$ cat src/rtl/mac_pkg.sv
package mac_pkg;

  // ~~~~~~~~~~~~~~~~~~~~~~~~~~~~~~~~~~~~~~~~
  // Widths fixed by the lane arithmetic
  // ~~~~~~~~~~~~~~~~~~~~~~~~~~~~~~~~~~~~~~~~
  localparam int MIN_W      = 8;            // Narrowest operand lane
  localparam int WORD_W     = 4 * MIN_W;    // One operand word
  localparam int LANE_ACC_W = 32;           // Accumulator slice per lane
  localparam int ACC_W      = 128;
  localparam int LANES      = ACC_W / LANE_ACC_W;

  typedef enum logic [1:0] {
    mode_single = 2'b00,
    mode_dual   = 2'b01,
    mode_quad   = 2'b10
  } mac_mode_e;

  // Bit 3 signed, bit 2 accumulate, bits 1:0 lane mode
  typedef struct packed {
    logic      is_signed;
    logic      accumulate;
    mac_mode_e mode;
  } mac_cfg_t;

  // Four 32-bit lanes, or two 64-bit pairs for dual
  typedef union packed {
    logic [LANES-1:0][LANE_ACC_W-1:0]     lane;
    logic [LANES/2-1:0][2*LANE_ACC_W-1:0] pair;
  } acc_word_u;

  typedef struct packed {
    mac_cfg_t   cfg;
    logic [7:0] beats;   // Zero runs as one beat
  } mac_cmd_t;

  typedef struct packed {
    logic [WORD_W-1:0] a;
    logic [WORD_W-1:0] b;
  } mac_beat_t;

  typedef logic [LANES-1:0] mac_neg_t;

  // Splitter output, lane magnitudes plus sign info
  typedef struct packed {
    logic [WORD_W-1:0] a;
    logic [WORD_W-1:0] b;
    mac_neg_t          neg;
    mac_cfg_t          cfg;
  } mac_mag_t;

  // The spare code 11 runs as single
  function automatic mac_mode_e mode_of(mac_cfg_t cfg);
    if (cfg.mode == mode_dual || cfg.mode == mode_quad) begin
      return cfg.mode;
    end
    return mode_single;
  endfunction

endpackage

$ cat src/rtl/mac_acc_negator_block.sv
module mac_acc_negator_block (
  input  logic               clk,
  input  logic               reset,
  input  logic               en,
  input  mac_pkg::mac_cfg_t  cfg,
  input  mac_pkg::acc_word_u c_in,
  input  mac_pkg::mac_neg_t  neg,
  output mac_pkg::acc_word_u c_out
);
  import mac_pkg::*;

  mac_mode_e                        mode;
  logic                             single;
  logic                             dual;
  logic                             quad;
  logic [LANES-1:0]                 lane_cin;
  logic [LANES-1:0]                 lane_cout;
  logic [LANES-1:0]                 lane_sel;
  logic [LANES-1:0][LANE_ACC_W-1:0] lane_bar;

  assign mode   = mode_of(cfg);
  assign quad   = (mode == mode_quad);
  assign dual   = (mode == mode_dual);
  assign single = ~(quad | dual);

  // ~~~~~~~~~~~~~~~~~~~~~~~~~~~~~~~~~~~~~~~~
  // Segmented invert-and-increment chain
  // ~~~~~~~~~~~~~~~~~~~~~~~~~~~~~~~~~~~~~~~~
  assign lane_cin[0] = 1'b1;
  assign lane_cin[1] = single ? 1'b1 : lane_cout[0];
  assign lane_cin[2] = quad ? lane_cout[1] : 1'b1;   // Pair boundary
  assign lane_cin[3] = single ? 1'b1 : lane_cout[2];

  for (genvar i = 0; i < LANES; i++) begin : g_lane
    n_bit_acc_negator_adder #(
      .N(LANE_ACC_W)
    ) u_adder (
      .A    (~c_in.lane[i]),
      .cin  (lane_cin[i]),
      .SUM  (lane_bar[i]),
      .PG   (),
      .cout (lane_cout[i])
    );
  end

  // Each lane follows the flag at the top of its segment
  assign lane_sel[0] = (single & neg[0]) | (dual & neg[1]) | (quad & neg[3]);
  assign lane_sel[1] = (~quad & neg[1]) | (quad & neg[3]);
  assign lane_sel[2] = (single & neg[2]) | (~single & neg[3]);
  assign lane_sel[3] = neg[3];

  always_comb begin
    for (int i = 0; i < LANES; i++) begin
      c_out.lane[i] = (lane_sel[i] & cfg.is_signed) ? lane_bar[i] : c_in.lane[i];
    end
  end

  // Mode may not change between back-to-back products
  cfg_hold: assert property (@(posedge clk) disable iff (reset)
    en && $past(en) |-> $stable(cfg));

endmodule

$ cat src/rtl/mac_accumulator.sv
module mac_accumulator (
  input  logic               clk,
  input  logic               reset,
  input  logic               acc_clear,
  input  logic               prod_valid,
  input  mac_pkg::mac_cfg_t  prod_cfg,
  input  mac_pkg::acc_word_u addend,
  output mac_pkg::acc_word_u acc
);
  import mac_pkg::*;

  mac_mode_e        mode;
  logic [LANES-1:0] cut;    // Carry into lane i is dropped
  acc_word_u        sum;

  assign mode = mode_of(prod_cfg);
  assign cut  = {mode == mode_single, mode != mode_quad, mode == mode_single, 1'b1};

  // Ripple lane by lane, wrapping at segment tops
  always_comb begin
    logic [LANE_ACC_W:0] lane_sum;
    logic                carry;
    carry    = 1'b0;
    lane_sum = '0;
    for (int i = 0; i < LANES; i++) begin
      if (cut[i]) carry = 1'b0;
      lane_sum = {1'b0, acc.lane[i]} + {1'b0, addend.lane[i]}
               + (LANE_ACC_W+1)'(carry);
      sum.lane[i] = lane_sum[LANE_ACC_W-1:0];
      carry       = lane_sum[LANE_ACC_W];
    end
  end

  always_ff @(posedge clk) begin
    if (reset || acc_clear) begin
      acc <= '0;
    end else if (prod_valid) begin
      acc <= prod_cfg.accumulate ? sum : addend;   // Multiply only overwrites
    end
  end

endmodule

$ cat src/rtl/mac_beat_counter.sv
module mac_beat_counter #(
  parameter int COUNT_W = 8
) (
  input  logic               clk,
  input  logic               reset,
  input  logic               load,
  input  logic [COUNT_W-1:0] load_value,
  input  logic               dec,
  output logic               zero
);

  logic [COUNT_W-1:0] count;

  always_ff @(posedge clk) begin
    if (reset) begin
      count <= '0;
    end else if (load) begin
      count <= load_value;
    end else if (dec && count != '0) begin
      count <= count - COUNT_W'(1);   // Sticks at zero
    end
  end

  assign zero = (count == '0);

  // Controller only steps a live count
  no_dec_at_zero: assert property (@(posedge clk) disable iff (reset)
    dec |-> !zero);

endmodule

$ cat src/rtl/mac_ctrl_fsm.sv
module mac_ctrl_fsm #(
  parameter int COUNT_W = 8
) (
  input  logic               clk,
  input  logic               reset,
  input  logic               cmd_valid,
  output logic               cmd_ready,
  input  mac_pkg::mac_cfg_t  cmd_cfg,
  input  logic [COUNT_W-1:0] cmd_beats,
  input  logic               beat_valid,
  output logic               beat_ready,
  output logic               res_valid,
  input  logic               res_ready,
  output logic               cnt_load,
  output logic [COUNT_W-1:0] cnt_value,
  output logic               cnt_dec,
  input  logic               cnt_zero,
  output logic               advance,
  output logic               acc_clear,
  output mac_pkg::mac_cfg_t  cfg
);

  // Splitter, multiplier and accumulator stages
  localparam logic [COUNT_W-1:0] DRAIN_CYCLES = COUNT_W'(3);

  typedef enum logic [1:0] {idle, feed, drain, result} state_e;

  state_e state;
  state_e state_d;
  logic   cmd_fire;
  logic   beat_fire;
  logic   res_fire;

  assign cmd_fire  = cmd_valid & cmd_ready;
  assign beat_fire = beat_valid & beat_ready;
  assign res_fire  = res_valid & res_ready;

  always_comb begin
    state_d   = state;
    cnt_load  = 1'b0;
    cnt_value = DRAIN_CYCLES;
    cnt_dec   = 1'b0;
    acc_clear = 1'b0;
    case (state)
      idle: begin
        if (cmd_fire) begin
          state_d   = feed;
          cnt_load  = 1'b1;
          acc_clear = 1'b1;
          // Counter holds beats still to come after the current one
          cnt_value = (cmd_beats == '0) ? '0 : cmd_beats - COUNT_W'(1);
        end
      end
      feed: begin
        if (beat_fire) begin
          if (cnt_zero) begin
            state_d  = drain;   // Last beat, reload with drain count
            cnt_load = 1'b1;
          end else begin
            cnt_dec = 1'b1;
          end
        end
      end
      drain: begin
        if (cnt_zero) state_d = result;
        else cnt_dec = 1'b1;
      end
      result: begin
        if (res_fire) state_d = idle;
      end
      default: state_d = idle;
    endcase
  end

  assign advance = (state == feed) || (state == drain);

  // Handshake outputs come straight from flops
  always_ff @(posedge clk) begin
    if (reset) begin
      state      <= idle;
      cmd_ready  <= 1'b0;
      beat_ready <= 1'b0;
      res_valid  <= 1'b0;
      cfg        <= '0;
    end else begin
      state      <= state_d;
      cmd_ready  <= (state_d == idle);
      beat_ready <= (state_d == feed);
      res_valid  <= (state_d == result);
      if (cmd_fire) cfg <= cmd_cfg;   // Held for the whole job
    end
  end

  res_hold: assert property (@(posedge clk) disable iff (reset)
    res_valid && !res_ready |=> res_valid);

endmodule

$ cat src/rtl/mac_lane_multiplier.sv
module mac_lane_multiplier (
  input  logic               clk,
  input  logic               reset,
  input  logic               advance,
  input  mac_pkg::mac_mag_t  mag,
  input  logic               mag_valid,
  output mac_pkg::acc_word_u prod,
  output mac_pkg::mac_neg_t  neg,
  output mac_pkg::mac_cfg_t  prod_cfg,
  output logic               prod_valid
);
  import mac_pkg::*;

  mac_mode_e                      mode;
  logic [3:0][3:0][2*MIN_W-1:0]   pp;       // pp[i][j] = a byte i times b byte j
  logic [1:0][4*MIN_W-1:0]        dual_p;
  logic [8*MIN_W-1:0]             quad_p;
  acc_word_u                      prod_d;

  assign mode = mode_of(mag.cfg);

  // ~~~~~~~~~~~~~~~~~~~~~~~~~~~~~~~~~~~~~~~~
  // Partial products and per-mode sums
  // ~~~~~~~~~~~~~~~~~~~~~~~~~~~~~~~~~~~~~~~~
  always_comb begin
    for (int i = 0; i < 4; i++) begin
      for (int j = 0; j < 4; j++) begin
        pp[i][j] = mag.a[MIN_W*i +: MIN_W] * mag.b[MIN_W*j +: MIN_W];
      end
    end

    // 16x16 per half, cross terms shifted one byte
    for (int k = 0; k < 2; k++) begin
      dual_p[k] = (4*MIN_W)'(pp[2*k][2*k])
                + ((4*MIN_W)'(pp[2*k+1][2*k]) << MIN_W)
                + ((4*MIN_W)'(pp[2*k][2*k+1]) << MIN_W)
                + ((4*MIN_W)'(pp[2*k+1][2*k+1]) << (2*MIN_W));
    end

    quad_p = '0;
    for (int i = 0; i < 4; i++) begin
      for (int j = 0; j < 4; j++) begin
        quad_p = quad_p + ((8*MIN_W)'(pp[i][j]) << (MIN_W * (i + j)));
      end
    end
  end

  always_comb begin
    prod_d = '0;
    case (mode)
      mode_quad: prod_d.pair[0] = quad_p;
      mode_dual: begin
        for (int k = 0; k < 2; k++) prod_d.pair[k] = (2*LANE_ACC_W)'(dual_p[k]);
      end
      default: begin
        for (int i = 0; i < LANES; i++) prod_d.lane[i] = LANE_ACC_W'(pp[i][i]);  // Diagonal
      end
    endcase
  end

  always_ff @(posedge clk) begin
    if (reset) prod_valid <= 1'b0;
    else if (advance) prod_valid <= mag_valid;
  end

  always_ff @(posedge clk) begin
    if (advance) begin
      prod     <= prod_d;
      neg      <= mag.neg;
      prod_cfg <= mag.cfg;
    end
  end

endmodule

$ cat src/rtl/mac_sign_splitter.sv
module mac_sign_splitter (
  input  logic               clk,
  input  logic               reset,
  input  logic               advance,
  input  mac_pkg::mac_cfg_t  cfg,
  input  mac_pkg::mac_beat_t beat,
  input  logic               in_valid,
  output mac_pkg::mac_mag_t  mag,
  output logic               mag_valid
);
  import mac_pkg::*;

  mac_mode_e mode;
  mac_mag_t  mag_d;

  // Absolute value of every lane at the mode's width
  function automatic logic [WORD_W-1:0] lane_abs(logic [WORD_W-1:0] w, mac_mode_e m);
    logic [WORD_W-1:0] r;
    r = w;
    case (m)
      mode_quad: if (w[WORD_W-1]) r = -w;
      mode_dual: begin
        for (int i = 0; i < 2; i++) begin
          if (w[2*MIN_W*i + 2*MIN_W-1]) r[2*MIN_W*i +: 2*MIN_W] = -w[2*MIN_W*i +: 2*MIN_W];
        end
      end
      default: begin
        for (int i = 0; i < 4; i++) begin
          if (w[MIN_W*i + MIN_W-1]) r[MIN_W*i +: MIN_W] = -w[MIN_W*i +: MIN_W];
        end
      end
    endcase
    return r;
  endfunction

  // Flag sits in the top lane of its segment
  function automatic mac_neg_t sign_flags(logic [WORD_W-1:0] a, logic [WORD_W-1:0] b,
                                          mac_mode_e m);
    mac_neg_t f;
    f = '0;
    case (m)
      mode_quad: f[3] = a[WORD_W-1] ^ b[WORD_W-1];
      mode_dual: begin
        f[1] = a[2*MIN_W-1] ^ b[2*MIN_W-1];
        f[3] = a[WORD_W-1] ^ b[WORD_W-1];
      end
      default: begin
        for (int i = 0; i < 4; i++) f[i] = a[MIN_W*i + MIN_W-1] ^ b[MIN_W*i + MIN_W-1];
      end
    endcase
    return f;
  endfunction

  assign mode = mode_of(cfg);

  always_comb begin
    mag_d.cfg = cfg;
    if (cfg.is_signed) begin
      mag_d.a   = lane_abs(beat.a, mode);
      mag_d.b   = lane_abs(beat.b, mode);
      mag_d.neg = sign_flags(beat.a, beat.b, mode);
    end else begin
      mag_d.a   = beat.a;
      mag_d.b   = beat.b;
      mag_d.neg = '0;
    end
  end

  always_ff @(posedge clk) begin
    if (reset) mag_valid <= 1'b0;
    else if (advance) mag_valid <= in_valid;
  end

  always_ff @(posedge clk) begin
    if (advance) mag <= mag_d;
  end

endmodule

$ cat src/rtl/mac_top.sv
module mac_top #(
  parameter int COUNT_W = 8
) (
  input  logic               clk,
  input  logic               reset,
  input  logic               cmd_valid,
  output logic               cmd_ready,
  input  mac_pkg::mac_cmd_t  cmd,
  input  logic               beat_valid,
  output logic               beat_ready,
  input  mac_pkg::mac_beat_t beat,
  output logic               res_valid,
  input  logic               res_ready,
  output mac_pkg::acc_word_u res
);
  import mac_pkg::*;

  logic               cnt_load;
  logic [COUNT_W-1:0] cnt_value;
  logic               cnt_dec;
  logic               cnt_zero;
  logic               advance;
  logic               acc_clear;
  mac_cfg_t           cfg;
  mac_mag_t           mag;
  logic               mag_valid;
  acc_word_u          prod;
  mac_neg_t           neg;
  mac_cfg_t           prod_cfg;
  logic               prod_valid;
  acc_word_u          addend;

  // ~~~~~~~~~~~~~~~~~~~~~~~~~~~~~~~~~~~~~~~~
  // Control
  // ~~~~~~~~~~~~~~~~~~~~~~~~~~~~~~~~~~~~~~~~
  mac_ctrl_fsm #(
    .COUNT_W(COUNT_W)
  ) u_ctrl (
    .clk        (clk),
    .reset      (reset),
    .cmd_valid  (cmd_valid),
    .cmd_ready  (cmd_ready),
    .cmd_cfg    (cmd.cfg),
    .cmd_beats  (COUNT_W'(cmd.beats)),
    .beat_valid (beat_valid),
    .beat_ready (beat_ready),
    .res_valid  (res_valid),
    .res_ready  (res_ready),
    .cnt_load   (cnt_load),
    .cnt_value  (cnt_value),
    .cnt_dec    (cnt_dec),
    .cnt_zero   (cnt_zero),
    .advance    (advance),
    .acc_clear  (acc_clear),
    .cfg        (cfg)
  );

  mac_beat_counter #(
    .COUNT_W(COUNT_W)
  ) u_counter (
    .clk        (clk),
    .reset      (reset),
    .load       (cnt_load),
    .load_value (cnt_value),
    .dec        (cnt_dec),
    .zero       (cnt_zero)
  );

  // ~~~~~~~~~~~~~~~~~~~~~~~~~~~~~~~~~~~~~~~~
  // Datapath
  // ~~~~~~~~~~~~~~~~~~~~~~~~~~~~~~~~~~~~~~~~
  mac_sign_splitter u_splitter (
    .clk       (clk),
    .reset     (reset),
    .advance   (advance),
    .cfg       (cfg),
    .beat      (beat),
    .in_valid  (beat_valid & beat_ready),   // Accepted beats only
    .mag       (mag),
    .mag_valid (mag_valid)
  );

  mac_lane_multiplier u_mult (
    .clk        (clk),
    .reset      (reset),
    .advance    (advance),
    .mag        (mag),
    .mag_valid  (mag_valid),
    .prod       (prod),
    .neg        (neg),
    .prod_cfg   (prod_cfg),
    .prod_valid (prod_valid)
  );

  mac_acc_negator_block u_negator (
    .clk   (clk),
    .reset (reset),
    .en    (prod_valid),
    .cfg   (prod_cfg),
    .c_in  (prod),
    .neg   (neg),
    .c_out (addend)
  );

  mac_accumulator u_acc (
    .clk        (clk),
    .reset      (reset),
    .acc_clear  (acc_clear),
    .prod_valid (prod_valid),
    .prod_cfg   (prod_cfg),
    .addend     (addend),
    .acc        (res)
  );

endmodule

$ cat src/rtl/n_bit_acc_negator_adder.sv
module n_bit_acc_negator_adder #(
  parameter int N = 32
) (
  input  logic [N-1:0] A,
  input  logic         cin,
  output logic [N-1:0] SUM,
  output logic [1:0]   PG,    // {group propagate, group generate}
  output logic         cout
);

  localparam int LEVELS = $clog2(N);

  // pre[l][i] is the AND of A over a span of 2**l bits ending at i
  logic [LEVELS:0][N-1:0] pre;
  logic [N-1:0]           carry;

  assign pre[0] = A;

  for (genvar l = 0; l < LEVELS; l++) begin : g_level
    for (genvar i = 0; i < N; i++) begin : g_bit
      if (i >= (1 << l)) begin : g_merge
        assign pre[l+1][i] = pre[l][i] & pre[l][i - (1 << l)];
      end else begin : g_pass
        assign pre[l+1][i] = pre[l][i];
      end
    end
  end

  assign carry = {pre[LEVELS][N-2:0], 1'b1} & {N{cin}};
  assign SUM   = A ^ carry;
  assign PG    = {pre[LEVELS][N-1], cin & pre[LEVELS][N-1]};
  assign cout  = PG[0];   // Generate already folds in cin

endmodule

$ cat config.mk
export PLATFORM = sky130hd
export DESIGN_NAME = mac_top
export DESIGN_NICKNAME = d
export VERILOG_FILES = /design/src/rtl/mac_pkg.sv /design/src/rtl/mac_acc_negator_block.sv /design/src/rtl/mac_accumulator.sv /design/src/rtl/mac_beat_counter.sv /design/src/rtl/mac_ctrl_fsm.sv /design/src/rtl/mac_lane_multiplier.sv /design/src/rtl/mac_sign_splitter.sv /design/src/rtl/mac_top.sv /design/src/rtl/n_bit_acc_negator_adder.sv
export SDC_FILE = /design/constraint.sdc
export NUM_CORES = 2
export LEC_CHECK = 0
export BUFFER_PORTS_ARGS = -buffer_cell sky130_fd_sc_hd__buf_2
export CORE_MARGIN = 10
export CORE_UTILIZATION = 46
export CTS_BUF_LIST = sky130_fd_sc_hd__clkbuf_2 sky130_fd_sc_hd__clkbuf_4 sky130_fd_sc_hd__clkbuf_8
export DETAILED_ROUTE_END_ITERATION = 12
export GPL_TIMING_DRIVEN = 0
export PLACE_DENSITY_LB_ADDON = 0.05
export SLEW_MARGIN = 20
export SYNTH_ARGS = -nofsm -noshare
export SYNTH_HDL_FRONTEND = slang
export SYNTH_SLANG_ARGS = --single-unit
export TNS_END_PERCENT = 1
$ cat constraint.sdc
create_clock -name clk -period 14.3 [get_ports clk]
set_clock_uncertainty 0.15 [all_clocks]
set_input_delay 0 -clock clk [delete_from_list [all_inputs] [get_ports clk]]
set_output_delay 0 -clock clk [all_outputs]
set_load 0.005 [all_outputs]
=== After elaboration in Yosys (flattened, before gate mapping) ===
Cells that the tools add are included.

* Bitwise gates (word level): 549
* Muxes and demuxes: 61
* Multiply operators: 16
* Equal/unequal tests: 18
* Reduce and logical (&&, ||, !) cells: 16
* Add/sub/neg operators: 44

{| class="wikitable"
|+ Operators by type and width
! kind !! count
|-
| AND 1 bit || 526
|-
| adder 64 x 40 -> 64 bit || 4
|-
| multiplier 8 x 8 -> 16 bit || 16
|-
| adder 64 x 32 -> 64 bit || 3
|-
| adder 64 x 48 -> 64 bit || 3
|-
| two-way mux 32 bit || 6
|-
| adder 64 x 56 -> 64 bit || 2
|-
| two-way mux 128 bit || 1
|-
| NOT 32 bit || 4
|-
| one-hot mux 32 bit (2 select lines) || 2
|-
| one-hot mux 64 bit (2 select lines) || 1
|-
| XOR 32 bit || 4
|-
| two-way mux 8 bit || 13
|-
| adder 32 x 32 -> 33 bit || 3
|-
| adder 32 bit || 3
|-
| AND 32 bit || 3
|-
| one-hot mux 48 bit (2 select lines) || 1
|-
| adder 16 x 24 -> 25 bit || 3
|-
| two-way mux 68 bit || 1
|-
| adder 33 x 1 -> 33 bit || 2
|-
| adder 32 x 24 -> 32 bit || 2
|-
| adder 64 x 24 -> 64 bit || 1
|-
| adder 64 bit || 1
|-
| two-way mux 16 bit || 4
|-
| other kinds (23) || 95
|}

* Input bits: 81
* Register bits: 355
* Logic and storage cells: 728
* Output and inout bits: 131

=== Depth between registers and ports, before layout ===
* Depth after elaboration: 20
* Mapped depth: 64
* Mapped depth without buffers: 61

=== Cells and area by module ===
A second synthesis with hierarchy kept.

* Cells, all modules: 8,366
* Area, all modules: 71,624.9 um2

{| class="wikitable"
|+ Modules (own cells, without submodules)
! module !! cells each !! area each (um2) !! times used !! sequential area each (um2)
|-
| mac_lane_multiplier || 5,293 || 47,232.8 || 1 || 3,623.5
|-
| mac_accumulator || 1,487 || 11,664.9 || 1 || 2,562.5
|-
| mac_sign_splitter || 773 || 6,329.8 || 1 || 2,182.1
|-
| n_bit_acc_negator_adder || 98 || 670.6 || 4 || 0.0
|-
| mac_acc_negator_block || 284 || 2,558.7 || 1 || 0.0
|-
| mac_ctrl_fsm || 77 || 634.4 || 1 || 180.2
|-
| mac_beat_counter || 59 || 515.5 || 1 || 160.2
|-
| mac_top || 1 || 6.3 || 1 || 0.0
|}

=== Worst setup path before layout ===
OpenSTA, ideal clock, no wires.

* Path kind: reg-to-reg
* Start: reg u_mult.prod_cfg[0] (netlist name)
* End: reg u_acc.acc[126] in the netlist's numbering
* Setup slack: -0.104 ns
* Cell stages (with the launch flop): 65
* Arrival time: 14.138 ns
* Data required time: 14.034 ns
* Library setup time: 0.116 ns
* Path through: edfxtp_1 -> inv_1 -> ha_1 -> clkbuf_1 -> a222oi_1 -> nand2b_1 -> clkbuf_1 -> clkbuf_1 -> nor2_1 -> xor2_1 -> ha_1 -> inv_1 -> o21bai_1 -> a2111oi_0 -> o21ai_0 -> o21ai_0 -> a311oi_1 -> a2111oi_0 -> [... 29 more ...] -> a31o_2 -> a21oi_1 -> nand4bb_1 -> a21oi_1 -> fa_1 -> fa_1 -> a21o_1 -> a221oi_1 -> a21oi_1 -> a21o_1 -> a221o_1 -> o21ba_2 -> o21ai_0 -> o21ai_0 -> a311oi_1 -> xnor2_1 -> a21oi_1 -> nor2_1

* Word-level cells in the longest chain between the ends: 20
* Elaborated cells between the ends (all ways): 52
* Classes of those cells: add/sub: 7; eq/ne: 5; mux: 14; bitwise: 24; reduce/logical: 2

{| class="wikitable"
|+ RTL lines
! item !! RTL line !! text
|-
| equality test 2 x 1 -> 1 bit or equality test 2 bit (tied branches) || mac_pkg.sv:53 || <nowiki>if (cfg.mode == mode_dual || cfg.mode == mode_quad) begin</nowiki>
|-
| logical OR 1 bit || mac_pkg.sv:53 ||
|-
| two-way mux 1 bit || mac_pkg.sv:53 ||
|-
| two-way mux 2 bit * || mac_pkg.sv:56 || <nowiki>return mode_single;</nowiki>
|-
| equality test 2 bit or equality test 2 x 1 -> 1 bit (tied branches) || mac_acc_negator_block.sv:22, mac_acc_negator_block.sv:23 ||
|-
| OR 1 bit || mac_acc_negator_block.sv:24 || <nowiki>assign single = ~(quad | dual);</nowiki>
|-
| NOT 1 bit || mac_acc_negator_block.sv:24 ||
|-
| AND 1 bit || mac_acc_negator_block.sv:47 || <nowiki>assign lane_sel[0] = (single & neg[0]) | (dual & neg[1]) | (quad & neg[3]);</nowiki>
|-
| [... 4 more ...] || - ||
|-
| adder 32 x 32 -> 33 bit || mac_accumulator.sv:27 || <nowiki>lane_sum = {1'b0, acc.lane[i]} + {1'b0, addend.lane[i]}</nowiki>
|-
| two-way mux 1 bit || mac_accumulator.sv:26 || <nowiki>if (cut[i]) carry = 1'b0;</nowiki>
|-
| adder 33 x 1 -> 33 bit || mac_accumulator.sv:28 || <nowiki>+ (LANE_ACC_W+1)'(carry);</nowiki>
|-
| two-way mux 1 bit || mac_accumulator.sv:26 ||
|-
| adder 33 x 1 -> 33 bit || mac_accumulator.sv:28 ||
|-
| two-way mux 1 bit || mac_accumulator.sv:26 ||
|-
| adder 32 x 1 -> 32 bit || mac_accumulator.sv:28 ||
|-
| two-way mux 128 bit * || mac_accumulator.sv:38 || <nowiki>acc <= prod_cfg.accumulate ? sum : addend;</nowiki>
|-
| end signal: assignment || mac_accumulator.sv:38 ||
|-
| end: declaration || mac_accumulator.sv:8 || <nowiki>output mac_pkg::acc_word_u acc</nowiki>
|}

Mark *: on every way between the ends. The rest lies on a longest branch, timed or not. The select of a mux whose other input is x is not followed.
A chain may end at the register's enable or synchronous reset.

=== Final worst setup path ===
* Start: reg u_mult.prod[8] in the netlist's numbering
* End: reg u_acc.acc[126] in the netlist's numbering

* Word-level cells in the longest chain between the ends: 17
* Elaborated cells between the ends (all ways): 74
* Classes of those cells: add/sub: 7; mux: 11; bitwise: 56

{| class="wikitable"
|+ RTL lines
! item !! RTL line !! text
|-
| start: declaration || mac_lane_multiplier.sv:7 || <nowiki>output mac_pkg::acc_word_u prod,</nowiki>
|-
| start signal: assignment || mac_lane_multiplier.sv:68 || <nowiki>prod <= prod_d;</nowiki>
|-
| NOT 32 bit || mac_acc_negator_block.sv:38 || <nowiki>.A (~c_in.lane[i]),</nowiki>
|-
| AND 1 bit (5 in a row) || n_bit_acc_negator_adder.sv:22 || <nowiki>assign pre[l+1][i] = pre[l][i] & pre[l][i - (1 << l)];</nowiki>
|-
| two-way mux 1 bit || mac_acc_negator_block.sv:30 || <nowiki>assign lane_cin[1] = single ? 1'b1 : lane_cout[0];</nowiki>
|-
| AND 32 bit or AND 1 bit (tied branches) || n_bit_acc_negator_adder.sv:29, n_bit_acc_negator_adder.sv:31 ||
|-
| XOR 32 bit or two-way mux 1 bit (tied branches) || n_bit_acc_negator_adder.sv:30, mac_acc_negator_block.sv:31 ||
|-
| two-way mux 32 bit (tied with other cells) || mac_acc_negator_block.sv:54 || <nowiki>c_out.lane[i] = (lane_sel[i] & cfg.is_signed) ? lane_bar[i] : c_in.lane[i];</nowiki>
|-
| adder 32 x 32 -> 33 bit (tied with other cells) || mac_accumulator.sv:27 ||
|-
| adder 33 x 1 -> 33 bit (tied with other cells) || mac_accumulator.sv:28 ||
|-
| two-way mux 1 bit (tied with other cells) || mac_accumulator.sv:26 ||
|-
| adder 33 x 1 -> 33 bit or two-way mux 32 bit (tied branches) || mac_accumulator.sv:28, mac_acc_negator_block.sv:54 ||
|-
| two-way mux 1 bit or adder 32 bit (tied branches) || mac_accumulator.sv:26, mac_accumulator.sv:27 ||
|-
| adder 32 x 1 -> 32 bit || mac_accumulator.sv:28 ||
|-
| two-way mux 128 bit * || mac_accumulator.sv:38 ||
|}

Mark *: on every way between the ends. The rest lies on a longest branch, timed or not.

==> qor.csv <==
metric,value,unit
FF-to-FF End,u_acc.acc[126],
fillcell total,14223,
Die Y,404,microns
pin count of the biggest net entering global routing,61,
post-layout minimum cycle time,14.00,ns
r2r startpoint,u_mult.prod[8],
HPWL Detailed,224,mm
Crit-path slowest cell,or4b_2,
CP max FO,3,
"Distinct cells, synth",91,
Yosys top cell by area,fa_1,
GPL Wtd Cong,0.998,
die width,404,microns
total track usage,32.6,%
FF/Latch Area,8710,sq um
drt initial violations,4492,
site row count,140,
Max clock buf depth,3,
sequential area share after synthesis,12.8,%
Synthesis Warnings,0,
Mapped Cells,8130,
root buf cell,clkbuf_8,
core area,146000,sq um
Nets,10373,
max incr delay on CP,0.63,ns
register bit total from synthesis,339,
synth top area cells,"fa_1, ha_1, edfxtp_1",
total clock sinks,339,
crit share post-route,97.9,%
top_reg_cell synth,edfxtp_1,
outcome,finished clean,
"Avg Cell Area, Syn",8.36,sq um
Routed WL,271,mm
Most Frequent Cell on Critical Path,a21o_1,
die area,163000,sq um
Initial DRT Pass Iterations,6,
clock slew at reported path FFs,0.06,ns
number of H-tree levels,3,
syn_nets,9909,
vias per cell,5.72,
CP startpoint kind,flop,
Clock Latency Late Sink,0.79,ns
element type at the critical path end,flop,
Crit path required time,14.86,ns
DRT antenna net count,0,
crit path DAT,14.56,ns
Layout area overhead,11.0,%
top-area cell type share of the netlist area,21.9,%
starting density of the core,46.4,%
Worst Tran Pin Value,1.25,ns
Hold Fails Final Rpt,0,
Ports,212,
endpoints failing setup,0,
count of maximum capacitance violations,0,
Max Freq,71.4,MHz
Post-synth ARST share,0,%
"EDFF count, synth",192,
Vias,60467,
flop2flop setup slack,0.30,ns
TritonCTS buffer count,72,
initial antenna violation count,18,
WHS Path Cells,3,
hold_ws,0.0960,ns
drc violations,0,
worst hold path class,primary input to flop,
Slew Limit Headroom,16.4,%
Hold Path Origin,beat[52],
area of the multi-input gates,54000,sq um
Hold Path Sink,u_splitter.mag[60],
share of layout cells above drive strength 1,5.54,%
# port buffers,199,
Slew Limit Fails,0,
Setup CP Type,flop to flop,
WL/cell,25.6,microns
R2R depth,59,
CTS tree,done,
synthesized area,67900,sq um
first-pass GRT wire length,398,mm
RSZ-0062 raised after global routing,true,
vias in the first global route,60728,
total gr overflow,0,
[logic make-up (layout without fill, tap and decap cells)]
kind of cell	after synthesis	after routing	share of synthesized area (%)
AND/OR/NAND/NOR	2307	2307	16.5
XOR/XNOR	548	548	7.06
flip-flops	339	339	12.8
buffers and inverters	1528	2050	8.45
AO/OA/AOI/OAI	1674	1674	15.2
other	0	11	0
multiplexers	30	30	0.453
adder cells (fa/ha/maj)	1704	1704	39.6
[synth_stat cells, types with 11 or more instances]
cell / count
a211oi_1: 64
a21o_1: 144
a21oi_1: 588
a221oi_1: 13
a22o_1: 14
a22oi_1: 16
a311oi_1: 17
a31oi_1: 50
and2_1: 566
and3_1: 32
buf_1: 27
clkbuf_1: 360
dfxtp_1: 147
edfxtp_1: 192
fa_1: 742
ha_1: 956
inv_1: 1132
mux2i_1: 24
nand2_1: 835
nand2b_1: 52
nand3_1: 80
nand4_1: 22
nor2_1: 421
nor2b_1: 54
nor3_1: 101
nor3b_1: 15
nor4_1: 23
o211ai_1: 25
o21a_1: 51
o21ai_0: 378
o21bai_1: 100
o221ai_1: 24
o22ai_1: 45
o31ai_1: 31
or2_2: 11
or3_1: 49
or4_1: 15
xnor2_1: 367
xor2_1: 181
[through the flow]
step	setup WS [ns]	setup TNS, ns	area (sq um)	util, %	instances
after floorplan	0.0557	0	67900	-	8130
after global placement	-3.32	-67.37	71300	48.8	10246
after detailed placement	-3.27	-66.27	71500	48.9	10251
after CTS	0.00396	0	75100	51.4	10559
after global routing	-0.340	-1.34	75400	51.5	10572
final	0.297	0	75400	51.6	10580
[final cells by class]
| cell class | instances | share of cell area (%) |
|---|---|---|
| multi-input combinational | 6263 | 71.6 |
| sequential | 339 | 11.5 |
| inverter | 1139 | 5.67 |
| timing repair buffer | 391 | 3.86 |
| tap | 1917 | 3.18 |
| buffer | 388 | 1.98 |
| clock buffer | 89 | 1.52 |
| clock inverter | 43 | 0.614 |
| antenna | 11 | 0.0365 |
[worst max path at each step]
| stage | from | endpoint | slack, ns | cells after the start |
|---|---|---|---|---|
| after floorplan | u_mult.prod[8] | u_acc.acc[126] | 0.06 | 59 |
| after global placement | u_mult.prod_cfg[1] | u_acc.acc[126] | -3.32 | 61 |
| after detailed placement | u_mult.prod_cfg[0] | u_acc.acc[126] | -3.27 | 62 |
| after CTS | u_mult.prod[8] | u_acc.acc[126] | 0.004 | 59 |
| after global routing | u_mult.prod[8] | u_acc.acc[126] | -0.34 | 59 |
| final | u_mult.prod[8] | u_acc.acc[126] | 0.30 | 59 |
[critical path, delay by kind of cell, from the launching register on]
family | cells | cell delay (ns)
flip-flops | 1 | 0.43
AO/OA/AOI/OAI | 40 | 7.83
AND/OR/NAND/NOR | 10 | 2.60
adder cells (fa/ha/maj) | 7 | 2.56
XOR/XNOR | 2 | 0.33
[what timing repair did]
item / in CTS / in global routing
hold buffers: 158 / 1
resized for setup: 66 / 31
endpoints found under the hold margin: 81 / 1
setup buffers: 19 / 9
pin swaps: 27 / 24
endpoints found under the setup margin: 32 / 23
cloned: 0 / 0
[cell usage in the layout (no fill, tap or decap), types with 32 or more instances in the layout]
cell / synthesis / final
nor2_1: 421 / 417
a211oi_1: 64 / 61
ha_1: 956 / 953
a21oi_1: 588 / 578
nor3_1: 101 / 100
and3_1: 32 / 32
xor2_1: 181 / 177
o21a_1: 51 / 51
clkbuf_8: 0 / 79
nand2_1: 835 / 835
o21bai_1: 100 / 96
buf_2: 2 / 202
edfxtp_1: 192 / 192
nor2b_1: 54 / 53
dfxtp_1: 147 / 147
inv_1: 1132 / 1131
o21ai_0: 378 / 371
nand3_1: 80 / 80
a31oi_1: 50 / 47
dlygate4sd3_1: 0 / 159
nand2b_1: 52 / 52
xnor2_1: 367 / 362
o22ai_1: 45 / 45
and2_1: 566 / 566
or3_1: 49 / 49
clkbuf_1: 360 / 348
fa_1: 742 / 736
a21o_1: 144 / 142
[registers in the layout (all words and copies together), names as in the netlist]
signal                flops
u_splitter.mag           72
u_mult.prod_cfg           4
u_ctrl.res_valid          1
u_ctrl.beat_ready         1
u_counter.count           8
u_ctrl.cfg                4
u_ctrl.state              2
u_splitter.mag_valid      1
u_ctrl.cmd_ready          1
u_mult.neg                4
u_acc.acc               128
u_mult.prod_valid         1
u_mult.prod             112
[routing by layer]
metal  vias to the layer above  track usage (%)  wire length [microns]
met5                         -                0                    107
met4                        16             16.3                  16000
met3                       563             6.48                  21500
met2                      2414             52.6                 121000
met1                     29579             41.4                 112000
li1                      27895                -                      -
Power is left out: the tool's default activity adds up to more than one toggle a clock period on the data nets, which glitch-free logic cannot reach.
